<file path="src/common/fetch_pkg.sv">
// 64-bit addresses, two 32-bit instructions per 8-byte memory word, thread id 0 is thread 1
package fetch_pkg;

	//////////////////////////////
	// widths with a meaning
	//////////////////////////////

	typedef logic [63:0] addr_t;   // byte address of an instruction
	typedef logic [63:0] word_t;   // one memory word, two instructions
	typedef logic [31:0] inst_t;   // single instruction

	// thread id carried with every fetched pair
	typedef logic [0:0] thread_t;  // 0 is thread 1, 1 is thread 2

	//////////////////////////////
	// fetch geometry
	//////////////////////////////

	// byte offset bits inside a memory word
	localparam int OFFSET_BITS = 3;

	// address bit that picks the upper instruction of a word
	localparam int SLOT_BIT = 2;

	localparam addr_t FETCH_BYTES = 64'd8;  // stride of one fetch

	//////////////////////////////
	// thread selector
	//////////////////////////////

	// encoded so the state doubles as the thread id
	typedef enum logic [0:0]
	{
		SEL_THREAD1 = 1'b0,
		SEL_THREAD2 = 1'b1
	} thread_sel_t;

endpackage
</file>
<file path="src/fetch_top.sv">
// fetch subsystem top; memory answers on imem_valid, decode takes pairs with out_valid/out_ready
`timescale 1ns/1ps

module fetch_top import fetch_pkg::*; #(
	parameter addr_t RESET_PC1   = 64'h0,
	parameter addr_t RESET_PC2   = 64'h0,
	parameter int    QUEUE_DEPTH = 4
) (
	input  logic    clock,
	input  logic    reset,
	input  logic    two_threads,

	// branch resolution
	input  logic    branch_taken1,
	input  logic    branch_taken2,
	input  addr_t   target_pc1,
	input  addr_t   target_pc2,

	// stalls from the back end
	input  logic    rob_stall1,
	input  logic    rob_stall2,
	input  logic    rs_stall,
	input  logic    rat_stall,

	// instruction memory
	output addr_t   imem_addr,
	input  word_t   imem_data,
	input  logic    imem_valid,

	// decode side
	input  logic    out_ready,
	output logic    out_valid,
	output thread_t out_thread,
	output addr_t   out_pc,
	output inst_t   out_inst0,
	output inst_t   out_inst1,
	output logic    out_inst0_valid,
	output logic    out_inst1_valid
);

	// fetch to queue
	logic    push;
	logic    full;
	thread_t push_thread;
	addr_t   push_pc;
	inst_t   push_inst0;
	inst_t   push_inst1;
	logic    push_inst0_valid;
	logic    push_inst1_valid;

	if_stage #(
		.RESET_PC1 (RESET_PC1),
		.RESET_PC2 (RESET_PC2)
	) i_if_stage (
		.clock            (clock),
		.reset            (reset),
		.two_threads      (two_threads),
		.branch_taken1    (branch_taken1),
		.branch_taken2    (branch_taken2),
		.target_pc1       (target_pc1),
		.target_pc2       (target_pc2),
		.rob_stall1       (rob_stall1),
		.rob_stall2       (rob_stall2),
		.rs_stall         (rs_stall),
		.rat_stall        (rat_stall),
		.imem_data        (imem_data),
		.imem_valid       (imem_valid),
		.imem_addr        (imem_addr),
		.full             (full),
		.push             (push),
		.push_thread      (push_thread),
		.push_pc          (push_pc),
		.push_inst0       (push_inst0),
		.push_inst1       (push_inst1),
		.push_inst0_valid (push_inst0_valid),
		.push_inst1_valid (push_inst1_valid)
	);

	fetch_queue #(
		.QUEUE_DEPTH (QUEUE_DEPTH)
	) i_fetch_queue (
		.clock            (clock),
		.reset            (reset),
		.push             (push),
		.push_thread      (push_thread),
		.push_pc          (push_pc),
		.push_inst0       (push_inst0),
		.push_inst1       (push_inst1),
		.push_inst0_valid (push_inst0_valid),
		.push_inst1_valid (push_inst1_valid),
		.full             (full),
		.out_ready        (out_ready),
		.out_valid        (out_valid),
		.out_thread       (out_thread),
		.out_pc           (out_pc),
		.out_inst0        (out_inst0),
		.out_inst1        (out_inst1),
		.out_inst0_valid  (out_inst0_valid),
		.out_inst1_valid  (out_inst1_valid)
	);

endmodule

</file>
<file path="src/fetch_queue.sv">
// circular FIFO of fetched pairs; full already counts a pop in the same edge, no flush
`timescale 1ns/1ps

module fetch_queue import fetch_pkg::*; #(
	parameter int QUEUE_DEPTH = 4
) (
	input  logic    clock,
	input  logic    reset,

	// from fetch
	input  logic    push,
	input  thread_t push_thread,
	input  addr_t   push_pc,
	input  inst_t   push_inst0,
	input  inst_t   push_inst1,
	input  logic    push_inst0_valid,
	input  logic    push_inst1_valid,
	output logic    full,

	// to decode
	input  logic    out_ready,
	output logic    out_valid,
	output thread_t out_thread,
	output addr_t   out_pc,
	output inst_t   out_inst0,
	output inst_t   out_inst1,
	output logic    out_inst0_valid,
	output logic    out_inst1_valid
);

	localparam int PTR_W = (QUEUE_DEPTH > 1) ? $clog2(QUEUE_DEPTH) : 1;
	localparam int CNT_W = $clog2(QUEUE_DEPTH + 1);

	// entry storage, one array per field
	thread_t             thread_mem [QUEUE_DEPTH];
	addr_t               pc_mem     [QUEUE_DEPTH];
	inst_t               inst0_mem  [QUEUE_DEPTH];
	inst_t               inst1_mem  [QUEUE_DEPTH];
	logic [QUEUE_DEPTH-1:0] v0_mem;
	logic [QUEUE_DEPTH-1:0] v1_mem;

	logic [PTR_W-1:0] wr_ptr;
	logic [PTR_W-1:0] rd_ptr;
	logic [CNT_W-1:0] count;
	logic             do_push;
	logic             do_pop;

	assign out_valid = (count != '0);
	assign do_pop    = out_valid && out_ready;

	// a leaving head frees a slot for this edge's push
	assign full    = (count == CNT_W'(QUEUE_DEPTH)) && !do_pop;
	assign do_push = push && !full;

	//////////////////////////////
	// pointers and count
	//////////////////////////////

	always_ff @(posedge clock)
	begin
		if (reset)
		begin
			wr_ptr <= '0;
			rd_ptr <= '0;
			count  <= '0;
		end
		else
		begin
			if (do_push)
			begin
				wr_ptr <= (wr_ptr == PTR_W'(QUEUE_DEPTH - 1)) ? '0 : wr_ptr + 1'b1;
			end
			if (do_pop)
			begin
				rd_ptr <= (rd_ptr == PTR_W'(QUEUE_DEPTH - 1)) ? '0 : rd_ptr + 1'b1;
			end
			if (do_push && !do_pop)
				count <= count + 1'b1;
			else if (do_pop && !do_push)
				count <= count - 1'b1;
		end
	end

	//////////////////////////////
	// storage
	//////////////////////////////

	always_ff @(posedge clock)
	begin
		if (do_push)
		begin
			thread_mem[wr_ptr] <= push_thread;
			pc_mem[wr_ptr]     <= push_pc;
			inst0_mem[wr_ptr]  <= push_inst0;
			inst1_mem[wr_ptr]  <= push_inst1;
			v0_mem[wr_ptr]     <= push_inst0_valid;
			v1_mem[wr_ptr]     <= push_inst1_valid;
		end
	end

	// head entry, meaningful only with out_valid
	assign out_thread      = thread_mem[rd_ptr];
	assign out_pc          = pc_mem[rd_ptr];
	assign out_inst0       = inst0_mem[rd_ptr];
	assign out_inst1       = inst1_mem[rd_ptr];
	assign out_inst0_valid = v0_mem[rd_ptr];
	assign out_inst1_valid = v1_mem[rd_ptr];

endmodule

</file>
<file path="src/fetch/if_stage.sv">
// memory must hold imem_data for the current imem_addr while imem_valid is high; no prediction
`timescale 1ns/1ps

module if_stage import fetch_pkg::*; #(
	parameter addr_t RESET_PC1 = '0,
	parameter addr_t RESET_PC2 = '0
) (
	input  logic    clock,
	input  logic    reset,
	input  logic    two_threads,       // low runs thread 1 alone

	// redirects from execute
	input  logic    branch_taken1,
	input  logic    branch_taken2,
	input  addr_t   target_pc1,
	input  addr_t   target_pc2,

	// back end stalls
	input  logic    rob_stall1,
	input  logic    rob_stall2,
	input  logic    rs_stall,
	input  logic    rat_stall,

	// instruction memory
	input  word_t   imem_data,
	input  logic    imem_valid,
	output addr_t   imem_addr,

	// to the fetch queue
	input  logic    full,
	output logic    push,
	output thread_t push_thread,
	output addr_t   push_pc,
	output inst_t   push_inst0,
	output inst_t   push_inst1,
	output logic    push_inst0_valid,
	output logic    push_inst1_valid
);

	thread_sel_t sel_q;       // registered selector
	thread_sel_t sel;         // thread owning this cycle's fetch
	addr_t       word_addr1;
	addr_t       word_addr2;
	logic        first_valid1;
	logic        first_valid2;
	logic        advance1;
	logic        advance2;
	logic        sel_rob_stall;
	logic        sel_redirect;
	logic        accept;

	//////////////////////////////
	// program counters
	//////////////////////////////

	pc_unit #(
		.RESET_PC (RESET_PC1)
	) i_pc1 (
		.clock            (clock),
		.reset            (reset),
		.branch_taken     (branch_taken1),
		.target_pc        (target_pc1),
		.advance          (advance1),
		.pc               (),
		.word_addr        (word_addr1),
		.first_slot_valid (first_valid1)
	);

	pc_unit #(
		.RESET_PC (RESET_PC2)
	) i_pc2 (
		.clock            (clock),
		.reset            (reset),
		.branch_taken     (branch_taken2),
		.target_pc        (target_pc2),
		.advance          (advance2),
		.pc               (),
		.word_addr        (word_addr2),
		.first_slot_valid (first_valid2)
	);

	//////////////////////////////
	// thread selector
	//////////////////////////////

	assign sel = two_threads ? sel_q : SEL_THREAD1;

	always_ff @(posedge clock)
	begin
		if (reset)
		begin
			sel_q <= SEL_THREAD1;
		end
		else if (!two_threads)
		begin
			sel_q <= SEL_THREAD1;  // single thread parks on thread 1
		end
		else if (accept)
		begin
			sel_q <= (sel_q == SEL_THREAD1) ? SEL_THREAD2 : SEL_THREAD1;
		end
	end

	// steer the selected thread onto the memory port
	always_comb
	begin
		case (sel)
			SEL_THREAD2:
			begin
				imem_addr        = word_addr2;
				push_inst0_valid = first_valid2;
				sel_rob_stall    = rob_stall2;
				sel_redirect     = branch_taken2;
			end
			default:
			begin
				imem_addr        = word_addr1;
				push_inst0_valid = first_valid1;
				sel_rob_stall    = rob_stall1;
				sel_redirect     = branch_taken1;
			end
		endcase
	end

	//////////////////////////////
	// acceptance and push
	//////////////////////////////

	// a redirect of the selected thread throws this word away
	assign accept = imem_valid && !sel_rob_stall && !rs_stall && !rat_stall
		&& !full && !sel_redirect;

	assign advance1 = accept && (sel == SEL_THREAD1);
	assign advance2 = accept && (sel == SEL_THREAD2);

	assign push             = accept;
	assign push_thread      = thread_t'(sel);
	assign push_pc          = imem_addr;          // word address
	assign push_inst0       = imem_data[31:0];    // instruction at the word address
	assign push_inst1       = imem_data[63:32];   // word address plus 4
	assign push_inst1_valid = 1'b1;               // upper slot always in the stream

endmodule

</file>
<file path="src/fetch/pc_unit.sv">
// one thread's pc; a redirect beats an accepted fetch, targets may sit on the upper slot of a word
`timescale 1ns/1ps

module pc_unit import fetch_pkg::*; #(
	parameter addr_t RESET_PC = '0
) (
	input  logic  clock,
	input  logic  reset,

	// redirect from execute
	input  logic  branch_taken,
	input  addr_t target_pc,

	input  logic  advance,           // fetch for this thread accepted

	output addr_t pc,                // full pc, may point at the upper slot
	output addr_t word_addr,         // pc rounded down to the word
	output logic  first_slot_valid   // lower instruction belongs to the stream
);

	addr_t next_pc;
	addr_t seq_pc;

	//////////////////////////////
	// word alignment
	//////////////////////////////

	// drop the byte offset, memory only sees whole words
	assign word_addr = {pc[$bits(addr_t)-1:OFFSET_BITS], {OFFSET_BITS{1'b0}}};

	// pc on the upper slot means the lower one was jumped over
	assign first_slot_valid = ~pc[SLOT_BIT];

	// sequential successor always starts at the next word boundary
	assign seq_pc = word_addr + FETCH_BYTES;

	//////////////////////////////
	// next pc
	//////////////////////////////

	always_comb
	begin
		if (branch_taken)
		begin
			next_pc = target_pc;  // redirect wins
		end
		else if (advance)
		begin
			next_pc = seq_pc;
		end
		else
		begin
			// stalled or not selected
			next_pc = pc;
		end
	end

	always_ff @(posedge clock)
	begin
		if (reset)
		begin
			pc <= RESET_PC;
		end
		else
		begin
			pc <= next_pc;
		end
	end

endmodule

</file>
<file path="config.mk">
export PLATFORM = sky130hd
export DESIGN_NAME = fetch_top
export DESIGN_NICKNAME = d
export VERILOG_FILES = /design/src/common/fetch_pkg.sv /design/src/fetch_top.sv /design/src/fetch_queue.sv /design/src/fetch/if_stage.sv /design/src/fetch/pc_unit.sv
export SDC_FILE = /design/constraint.sdc
export NUM_CORES = 1
export LEC_CHECK = 0
export ABC_CLOCK_PERIOD_IN_PS = 13800
export BUFFER_PORTS_ARGS = -buffer_cell sky130_fd_sc_hd__buf_2
export CORE_ASPECT_RATIO = 0.7
export CORE_MARGIN = 2
export CORE_UTILIZATION = 52
export DETAILED_ROUTE_END_ITERATION = 10
export GPL_TIMING_DRIVEN = 0
export PLACE_DENSITY_LB_ADDON = 0.15
export RECOVER_POWER = 50
export SYNTH_ARGS = -nofsm -noshare
export SYNTH_HDL_FRONTEND = slang
export SYNTH_SLANG_ARGS = --single-unit
</file>
<file path="constraint.sdc">
create_clock -name clock -period 13.8 [get_ports clock]
set_input_delay 2.07 -clock clock [delete_from_list [all_inputs] [get_ports clock]]
set_output_delay 2.07 -clock clock [all_outputs]
set_load 0.02 [all_outputs]
</file>
=== Word level (Yosys, flattened, before mapping) ===
Memory sizes are Yosys's and may differ from the RTL's. A register that Yosys moved wholly into a read port is not among the register bits.
Index checks and enable logic that the tools add are counted.

* Logic and storage cells: 85
* Bits of input ports: 203
* Register bits after elaboration: 144
* Memories: 4
* Memory bits (writable): 516
* Output and inout port bits: 196

* Bitwise logic cells: 5
* Equal/unequal tests: 3
* Muxes and demuxes: 31
* Add/subtract/negate cells: 6
* Reduce and logical (&&, ||, !) cells: 25
* Order comparisons: 3

{| class="wikitable"
|+ Memories
! memory !! depth !! width !! read ports !! clocked after memory_dff !! write ports !! line !! source
|-
| i_fetch_queue.pc_mem || 4 || 64 || 1 || 1 || 1 || fetch_queue.sv:36 || <nowiki>addr_t pc_mem [QUEUE_DEPTH];</nowiki>
|-
| i_fetch_queue.inst0_mem || 4 || 32 || 1 || 1 || 1 || fetch_queue.sv:37 || <nowiki>inst_t inst0_mem [QUEUE_DEPTH];</nowiki>
|-
| i_fetch_queue.inst1_mem || 4 || 32 || 1 || 1 || 1 || fetch_queue.sv:38 || <nowiki>inst_t inst1_mem [QUEUE_DEPTH];</nowiki>
|-
| i_fetch_queue.thread_mem || 4 || 1 || 1 || 1 || 1 || fetch_queue.sv:35 || <nowiki>thread_t thread_mem [QUEUE_DEPTH];</nowiki>
|}

{| class="wikitable"
|+ Operators by type and width
! kind !! count
|-
| two-way mux 64 bit || 5
|-
| adder 64 x 4 -> 64 bit (second input constant) || 2
|-
| two-way mux 2 bit || 10
|-
| logical AND 1 bit || 13
|-
| two-way mux 1 bit || 10
|-
| logical NOT 1 bit || 7
|-
| < comparator 2 x 3 -> 1 bit (second input constant) || 2
|-
| two-way mux 3 bit || 2
|-
| nonzero test 2 bit || 3
|-
| adder 2 x 1 -> 2 bit (second input constant) || 2
|-
| binary-select mux 1 bit (select 2 bit) || 2
|-
| bitwise mux 4 bit || 1
|-
| equality test 2 bit (second input constant) || 2
|-
| NOT 1 bit || 4
|-
| bitwise OR 4 bit || 1
|-
| adder 3 x 1 -> 3 bit (second input constant) || 1
|-
| equality test 3 bit (second input constant) || 1
|-
| nonzero test 3 bit || 1
|-
| subtractor 3 x 1 -> 3 bit (second input constant) || 1
|-
| demux 1 bit (select 2 bit) || 1
|-
| greater-or-equal comparator 2 x 1 -> 1 bit (second input constant) || 1
|-
| OR reduction 2 bit || 1
|}

=== Depth between registers and ports, before layout ===
Gate-level depths: netlist (run 1).

* Word-level depth: 13
* Depth in mapped cells: 10
* Gate-level depth less buffers: 9

=== Hierarchy ===
A second synthesis (run 1) with hierarchy kept.

* Cells, all modules: 2044
* Area total of the unflattened synthesis: 29877.4 um^2

{| class="wikitable"
|+ By module, submodules not included
! module !! sequential area each (um^2) !! cells an instance !! instances !! area an instance (um^2)
|-
| fetch_queue || 15915.3 || 733 || 1 || 19337.3
|-
| pc_unit || 1281.2 || 548 || 2 || 4351.7
|-
| if_stage || 20.0 || 215 || 1 || 1836.8
|}

=== Worst setup path before layout (run 1) ===
OpenSTA, ideal clock, no wires.

* Path kind: in2reg
* Start point: input rat_stall
* End point: memory i_fetch_queue.inst0_mem[0][0] (netlist bit) (enable)
* Required time: 13.299 ns
* Library setup time: 0.501 ns
* Slack: 7.065 ns
* Path buffers: 0
* Stages: 4
* Arrival: 6.234 ns
* Cell sequence: nor3b_1 > nand2_1 > a21oi_1 > and2_1

* Cells in the longest elaborated chain, start to end: 7

{| class="wikitable"
|+ Ends and longest elaborated chain
! what !! line !! source
|-
| start, declared || fetch_top.sv:23 || <nowiki>input logic rat_stall,</nowiki>
|-
| logical NOT 1 bit || if_stage.sv:130 || <nowiki>assign accept = imem_valid && !sel_rob_stall && !rs_stall && !rat_stall</nowiki>
|-
| logical AND 1 bit || if_stage.sv:130 ||
|-
| logical AND 1 bit (2 in series) || if_stage.sv:131 || <nowiki>&& !full && !sel_redirect;</nowiki>
|-
| logical AND 1 bit || fetch_queue.sv:53 || <nowiki>assign do_push = push && !full;</nowiki>
|-
| via i_fetch_queue.do_push || fetch_queue.sv:45 || <nowiki>logic do_push;</nowiki>
|-
| two-way mux 1 bit || fetch_queue.sv:90 || <nowiki>if (do_push)</nowiki>
|-
| two-way mux 1 bit (not written as such) || fetch_queue.sv:94 || <nowiki>inst0_mem[wr_ptr] <= push_inst0;</nowiki>
|-
| end, declared || fetch_queue.sv:37 ||
|}

The timed path passes the listed nets, and every way through them passes these cells.

=== Worst setup path after layout (run 1) ===
* Start point: input two_threads
* End point: output imem_addr[41]

* Cells in the longest elaborated chain, start to end: 2

{| class="wikitable"
|+ Ends and longest elaborated chain
! what !! line !! source
|-
| start, declared || fetch_top.sv:11 || <nowiki>input logic two_threads,</nowiki>
|-
| two-way mux 1 bit || if_stage.sv:86 || <nowiki>assign sel = two_threads ? sel_q : SEL_THREAD1;</nowiki>
|-
| two-way mux 64 bit || if_stage.sv:107 || <nowiki>case (sel)</nowiki>
|-
| end, declared || fetch_top.sv:26 || <nowiki>output addr_t imem_addr,</nowiki>
|}

Every way passes these cells.

==> impl_results.md, run 1 <==
* Syn-to-layout area delta at 18.0%
* Initial core utilization at 0.524
* Cell Pwr Density at 144 nW/um2
* Crit-path cells: clkbuf_1, nand2_1, clkbuf_1, clkbuf_1, o21ai_0, buf_2
* Number of setup violations in the final report at 0
* GPL Wtd Cong at 0.958
* Worst EP required at roughly 12 ns
* Final core utilization at 0.619
* Drt first pass iters at 5
* Hold Fails Final Rpt at 0
* Syn avg cell area at 15.1 um2
* Residual DRC at 0
* Synthesized flop and latch total at 646
* # nets final at 2481
* Core box area at 52000 um2
* # resized after CTS at 0
* Post-CTS Setup Bufs at 0
* Proportion of layout cells with a drive suffix above 1 at 0.245
* Die Area at between 50000 and 60000 um2
* Failing checks: capacitance limit, slew limit
* Int Power at ~0.0034 W
* Worst skew pair latency at 0.64 ns
* # IOs at ~400
* Initial antenna violation count at 22
* First-pass GRT wire length at 119 mm
* Cts bufs inserted at 59
* Async SR Flop Fraction at 0
* Post-synth EDFFs at 512
* Post-Syn Instances at 1807
* Post-synth top cells: edfxtp_1 (512), dfxtp_1 (134), mux4_2 (128)
* Clock sinks at 646
* Max FO, Critical Path at 10
* Post-synth top area share at 0.564
* Largest net degree at the start of global routing at 59
* RSZ-0062 raised after global routing: no
* Clock root buffer: clkbuf_16
* Register area at 18100 um2
* Synth Flop Type: edfxtp_1
* Status: finished, violations left
* Wire per inst at 26.9 um
* Die X at between 200 and 300 um
* Max-slew violation count at 49
* CP peak stage delay at 1.12 ns
* Netlist cell types at 66
* Worst slew margin at -0.721
* Highest Clock Rate at 145 MHz
* Setup slack after layout at between 6 and 7 ns
* Worst vdd ir at 0.109 mV
* Max cap viols at 3
* Largest buffer count on any clock path at 3
* Routed Wire Length at 80.9 mm
* Register area share after synthesis at 0.662
* Total grt overflow at 0
* Port buffer count at ~390
* NetSw at 0.00125 W
* Cell area after synthesis at 27300 um2
* Crit path max-delay family: buffers and inverters
* CP max stage cell: o21ai_0
* Fin crit share at 0.499
* Startpoint Class: input pin
* Top cells by area, synth: edfxtp_1 (56%), mux4_2 (11%), dfxtp_1 (9.8%)
* Sw Share at 0.269
* Worst clock skew at between 0.015 and 0.02 ns
* WS Path Type: in2out
* Clk pwr share at 0.355
* H-tree levels at 2
* Crit-path most repeated cell: clkbuf_1
* Total number of vias at 18700
* Final ANT Viol Nets at 0
* # fillers at 4110
* Post-cts hold buffer count at 0
* Ys Warns at 0
* Setup WS pre-CTS at 7.08 ns
* Leakage at 10.6 nW
* Vias in the first global route at about 18000
* CTS tree: done
* Worst hold-check path type: reg2reg
* Sum of negative setup slack at 0 ns
* Row cnt at 70
* Die H at 196 um
* Slew @ Worst Pin at 2.58 ns
* Comb power frac at 0.173
* Worst path arrival time at 4.82 ns
* Leading cell type by number of instances after synthesis: edfxtp_1
* Buffer and inverter count on the worst path at 4
* Worst-path clk slew at 0.06 ns
* Seq pwr share at 0.471
* Critical Path End Type: output pin
* Fin Hold WS at 0.474 ns
* Final Critical Period at 6.89 ns
* DP Wirelength at 59.1 mm
* Area of the multi-input gates at 8690 um2
* Via density at 6.22
* Global Route Usage Sum at 0.298
* Yosys top cell by area: edfxtp_1
* DR iter-0 viols at ~2000
-- sequential cells by signal, summed over array words and instances, names as in the netlist, 4 cells and up, named ones only --
| name | flops |
|---|---|
| i_fetch_queue.inst0_mem | 128 |
| i_fetch_queue.inst1_mem | 128 |
| i_fetch_queue.pc_mem | 244 |
| i_fetch_queue.thread_mem | 4 |
| i_fetch_queue.v0_mem | 4 |
| i_fetch_queue.v1_mem | 4 |
| i_if_stage.i_pc1.pc | 62 |
| i_if_stage.i_pc2.pc | 62 |
-- final cells by class --
class / instances / share of cell area
clock inverter: 35 / 0.0115
tap: 684 / 0.0266
clock buffer: 74 / 0.0490
buffer: 113 / 0.0139
inverter: 25 / 0.00292
sequential: 646 / 0.561
antenna: 12 / 0.000933
multi-input combinational: 1028 / 0.270
timing repair buffer: 396 / 0.0644
-- through the flow --
step	instance area, um2	power [W]	instances
floorplan	27300	0.00276	1812
global placement	30100	0.00304	2884
detailed placement	30300	0.00305	2892
CTS	32300	0.00469	3001
global route	32200	0.00480	3009
finish	32200	0.00464	3013
-- layer usage --
layer  wire length (um)  track usage
met3               8780        0.101
met2              35500        0.435
met1              34400        0.427
met5                121            0
met4               2110       0.0863
-- cells by family after synthesis --
| kind of cell | Yosys count | share of synthesized area |
|---|---|---|
| AND/OR/NAND/NOR | 542 | 0.108 |
| buffers and inverters | 138 | 0.0199 |
| AO/OA/AOI/OAI | 235 | 0.0609 |
| other | 1 | 0.000137 |
| multiplexers | 184 | 0.128 |
| flip-flops | 646 | 0.662 |
| adder cells (fa/ha/maj) | 9 | 0.00440 |
| XOR/XNOR | 52 | 0.0167 |
-- power by group through the flow --
stage	clock network [W]	logic [W]	registers (W)
2_1_floorplan	0	0.000549	0.00221
3_3_place_gp	0	0.000811	0.00223
3_5_place_dp	0	0.000819	0.00223
4_1_cts	0.00168	0.000822	0.00219
5_1_grt	0.00175	0.000862	0.00219
6_report	0.00165	0.000804	0.00219
-- cells in the final DEF (no fill, tap or decap), drive strengths merged, types with 27 or more instances in the layout --
cell type  count
mux4         128
edfxtp       512
mux2          49
a311oi        32
dfxtp        134
buf          348
or4           33
nand2         92
xnor2         27
nor3          34
a211oi        42
nor2         108
nor4          27
nand4         65
nand3         73
clkbuf       235
a31oi         29
o21ai         38
-- tightest hold or removal path, cell delays in order, from the launching register on --
cell and delay [ns]:
dfxtp_1 0.31, nand3_1 0.06, a21oi_1 0.06
-- path summary, 6_finish.rpt --
check | depth (start not counted) | slack [ns] | end | start
worst max-delay path | 6 | 6.91 | imem_addr[41] | two_threads
worst min-delay path | 2 | 0.47 | i_if_stage.i_pc1.pc[2]$_SDFFE_PP0P_ | i_if_stage.i_pc1.pc[2]$_SDFFE_PP0P_
worst max register to register | 6 | 9.12 | i_fetch_queue.inst1_mem[0][12]$_DFFE_PP_ | i_fetch_queue.count[0]$_SDFFE_PP0P_
worst min register to register | 2 | 0.47 | i_if_stage.i_pc1.pc[2]$_SDFFE_PP0P_ | i_if_stage.i_pc1.pc[2]$_SDFFE_PP0P_
Note: power is estimated with default switching activity, not from simulation.
==> inputs of run 2 (changes only) <==
Settings changed: ABC_CLOCK_PERIOD_IN_PS 13800 to 5700.
Clock period 13.8 ns to 5.7 ns, I/O delays scaled along.
==> run 2 against run 1 <==
Effect of this change: the flow still finishes with violations (capacitance limit, slew limit); clock skew shrank 0.0033 ns; first-iteration DRC count down 5.1%; critical path depth unchanged; clock power increased by 140%; global-route usage unchanged; final cell count is essentially flat; clock-buffer cell count unchanged; die area unchanged; register-to-register slack worse by 8.2 ns; via count down 0.28%; sequential power rose by 140%; critical path type is now in2reg; highest routed layer unchanged.
==> impl_results.md, run 2 (synthesis results as in run 1) <==
* Clock sinks at 646
* DP Wirelength at 59.1 mm
* Slew @ Worst Pin at approximately 2.8 ns
* Port buffer count at about 390
* CP max stage cell: and2_0
* Cell Count, Final, Fillers Out at 3014
* Worst EP required at roughly 6.0 ns
* Worst skew pair latency at 0.63 ns
* Row cnt at 70
* Setup slack after layout at 0.756 ns
* WS Path Type: in2reg
* Final ANT Viol Nets at 0
* Failing checks: capacitance limit, slew limit
* Cts bufs inserted at between 50 and 60
* # nets final at 2481
* Commonest cells after routing, fill and taps aside: edfxtp_1 (512), buf_2 (315), clkbuf_1 (175), dfxtp_1 (134), mux4_2 (128)
* Max cap viols at 4
* Largest net degree at the start of global routing at just under 60
* Post-CTS Setup Bufs at 0
* Proportion of layout cells with a drive suffix above 1 at 0.242
* Critical Path End Type: flip-flop
* First-pass GRT wire length at around 120 mm
* Initial antenna violation count at 22
* Total number of vias at 18700
* Setup WS pre-CTS at ~1.3 ns
* Number of setup violations in the final report at 0
* Die Area at 54300 um2
* Worst path arrival time at approximately 5.2 ns
* Initial core utilization at 0.524
* Routed Wire Length at 81.0 mm
* Clock root buffer: clkbuf_16
* Largest buffer count on any clock path at 3
* Commonest non-fill, non-tap cell in the layout: edfxtp_1
* Placed Cells incl. Taps at 2892
* Die H at 196 um
* CTS tree: done
* Startpoint Class: input pin
* Largest regs: i_fetch_queue.pc_mem (244), i_fetch_queue.inst0_mem (128), i_fetch_queue.inst1_mem (128)
* Max FO, Critical Path at 57
* Status: finished, violations left
* Most flops, register: i_fetch_queue.pc_mem
* Worst vdd ir at between 0.2 and 0.3 mV
* Worst slew margin at -0.845
* Worst hold-check path type: in2reg
* Core box area at 52000 um2
* Leakage at approximately 11 nW
* Total grt overflow at 0
* Sum of negative setup slack at 0 ns
* Max-slew violation count at 79
* Final Critical Period at roughly 4.9 ns
* Worst clock skew at about 0.016 ns
* GPL Wtd Cong at 0.958
* Global Route Usage Sum at 0.298
* Worst-path clk slew at 0.06 ns
* Fin crit share at 0.867
* Largest register FFs at 244
* Highest Clock Rate at about 200 MHz
* Post-cts hold buffer count at 0
* # IOs at approximately 400
* Crit-path cells: clkbuf_1, nor3b_1, nand2_1, a21oi_1, and2_0, buf_16
* # resized after CTS at 0
* Cell Pwr Density at ~350 nW/um2
* RSZ-0062 raised after global routing: no
* Via density at 6.20
* Hold Fails Final Rpt at 0
* Vias in the first global route at 18400
* Die X at 278 um
* Residual DRC at 0
* CP peak stage delay at 2.11 ns
* H-tree levels at 2
* Syn-to-layout area delta at 18.0%
* Wire per inst at 26.9 um
* DR iter-0 viols at between 1500 and 2000
* Drt first pass iters at 5
==> run 2: cell count changes in the layout (fill, tap and decap cells not counted), sizes merged <==
cell    previous run  this run
buf              348       345
clkbuf           235       238
diode             12        13
==> run 2: cell type report <==
| type | instances | area [um2] |
|---|---|---|
| clock inverter | 35 | 369 |
| fill | 4112 | 19800 |
| buffer | 113 | 448 |
| tap | 684 | 856 |
| multi-input combinational | 1028 | 8670 |
| sequential | 646 | 18100 |
| clock buffer | 74 | 1580 |
| inverter | 25 | 93.8 |
| timing repair buffer | 396 | 2070 |
| antenna | 13 | 32.5 |
==> run 2: metrics by stage <==
stage	util	total power [W]	area [um2]	hold WS (ns)
finish	0.618	0.0112	32200	0.470
global route	0.618	0.0116	32200	0.470
CTS	0.620	0.0113	32300	0.399
detailed placement	0.583	0.00738	30300	0.467
global placement	0.578	0.00736	30100	0.459
floorplan	-	0.00668	27300	0.447
==> run 2: per-layer routing <==
layer / up-vias / wire (um) / global-route usage
met3: 147 / 8720 / 0.101
met2: 842 / 35500 / 0.435
met1: 9443 / 34300 / 0.427
met5: - / 114 / 0
met4: 18 / 2280 / 0.0863
li1: 8229 / - / -
==> run 2: path summary, 6_finish.rpt <==
| path | slack, ns | start | endpoint | depth (start not counted) |
|---|---|---|---|---|
| max | 0.76 | rat_stall | i_fetch_queue.inst0_mem[3][13]$_DFFE_PP_ | 6 |
| min | 0.47 | target_pc2[15] | i_if_stage.i_pc2.pc[15]$_SDFFE_PP0P_ | 3 |
| max reg2reg | 0.91 | i_fetch_queue.count[0]$_SDFFE_PP0P_ | i_fetch_queue.inst0_mem[3][13]$_DFFE_PP_ | 6 |
| min reg2reg | 0.47 | i_if_stage.i_pc1.pc[2]$_SDFFE_PP0P_ | i_if_stage.i_pc1.pc[2]$_SDFFE_PP0P_ | 2 |
==> run 2: critical path, delay by kind of cell <==
kind,cells,cell delay [ns]
AND/OR/NAND/NOR,3,2.97
buffers and inverters,2,0.41
AO/OA/AOI/OAI,1,0.87
==> run 2: power by group <==
part	internal, W	switching, W
Combinational	0.000796	0.00115
Clock	0.00224	0.00176
Sequential	0.00518	0.000123
Total	0.00821	0.00303
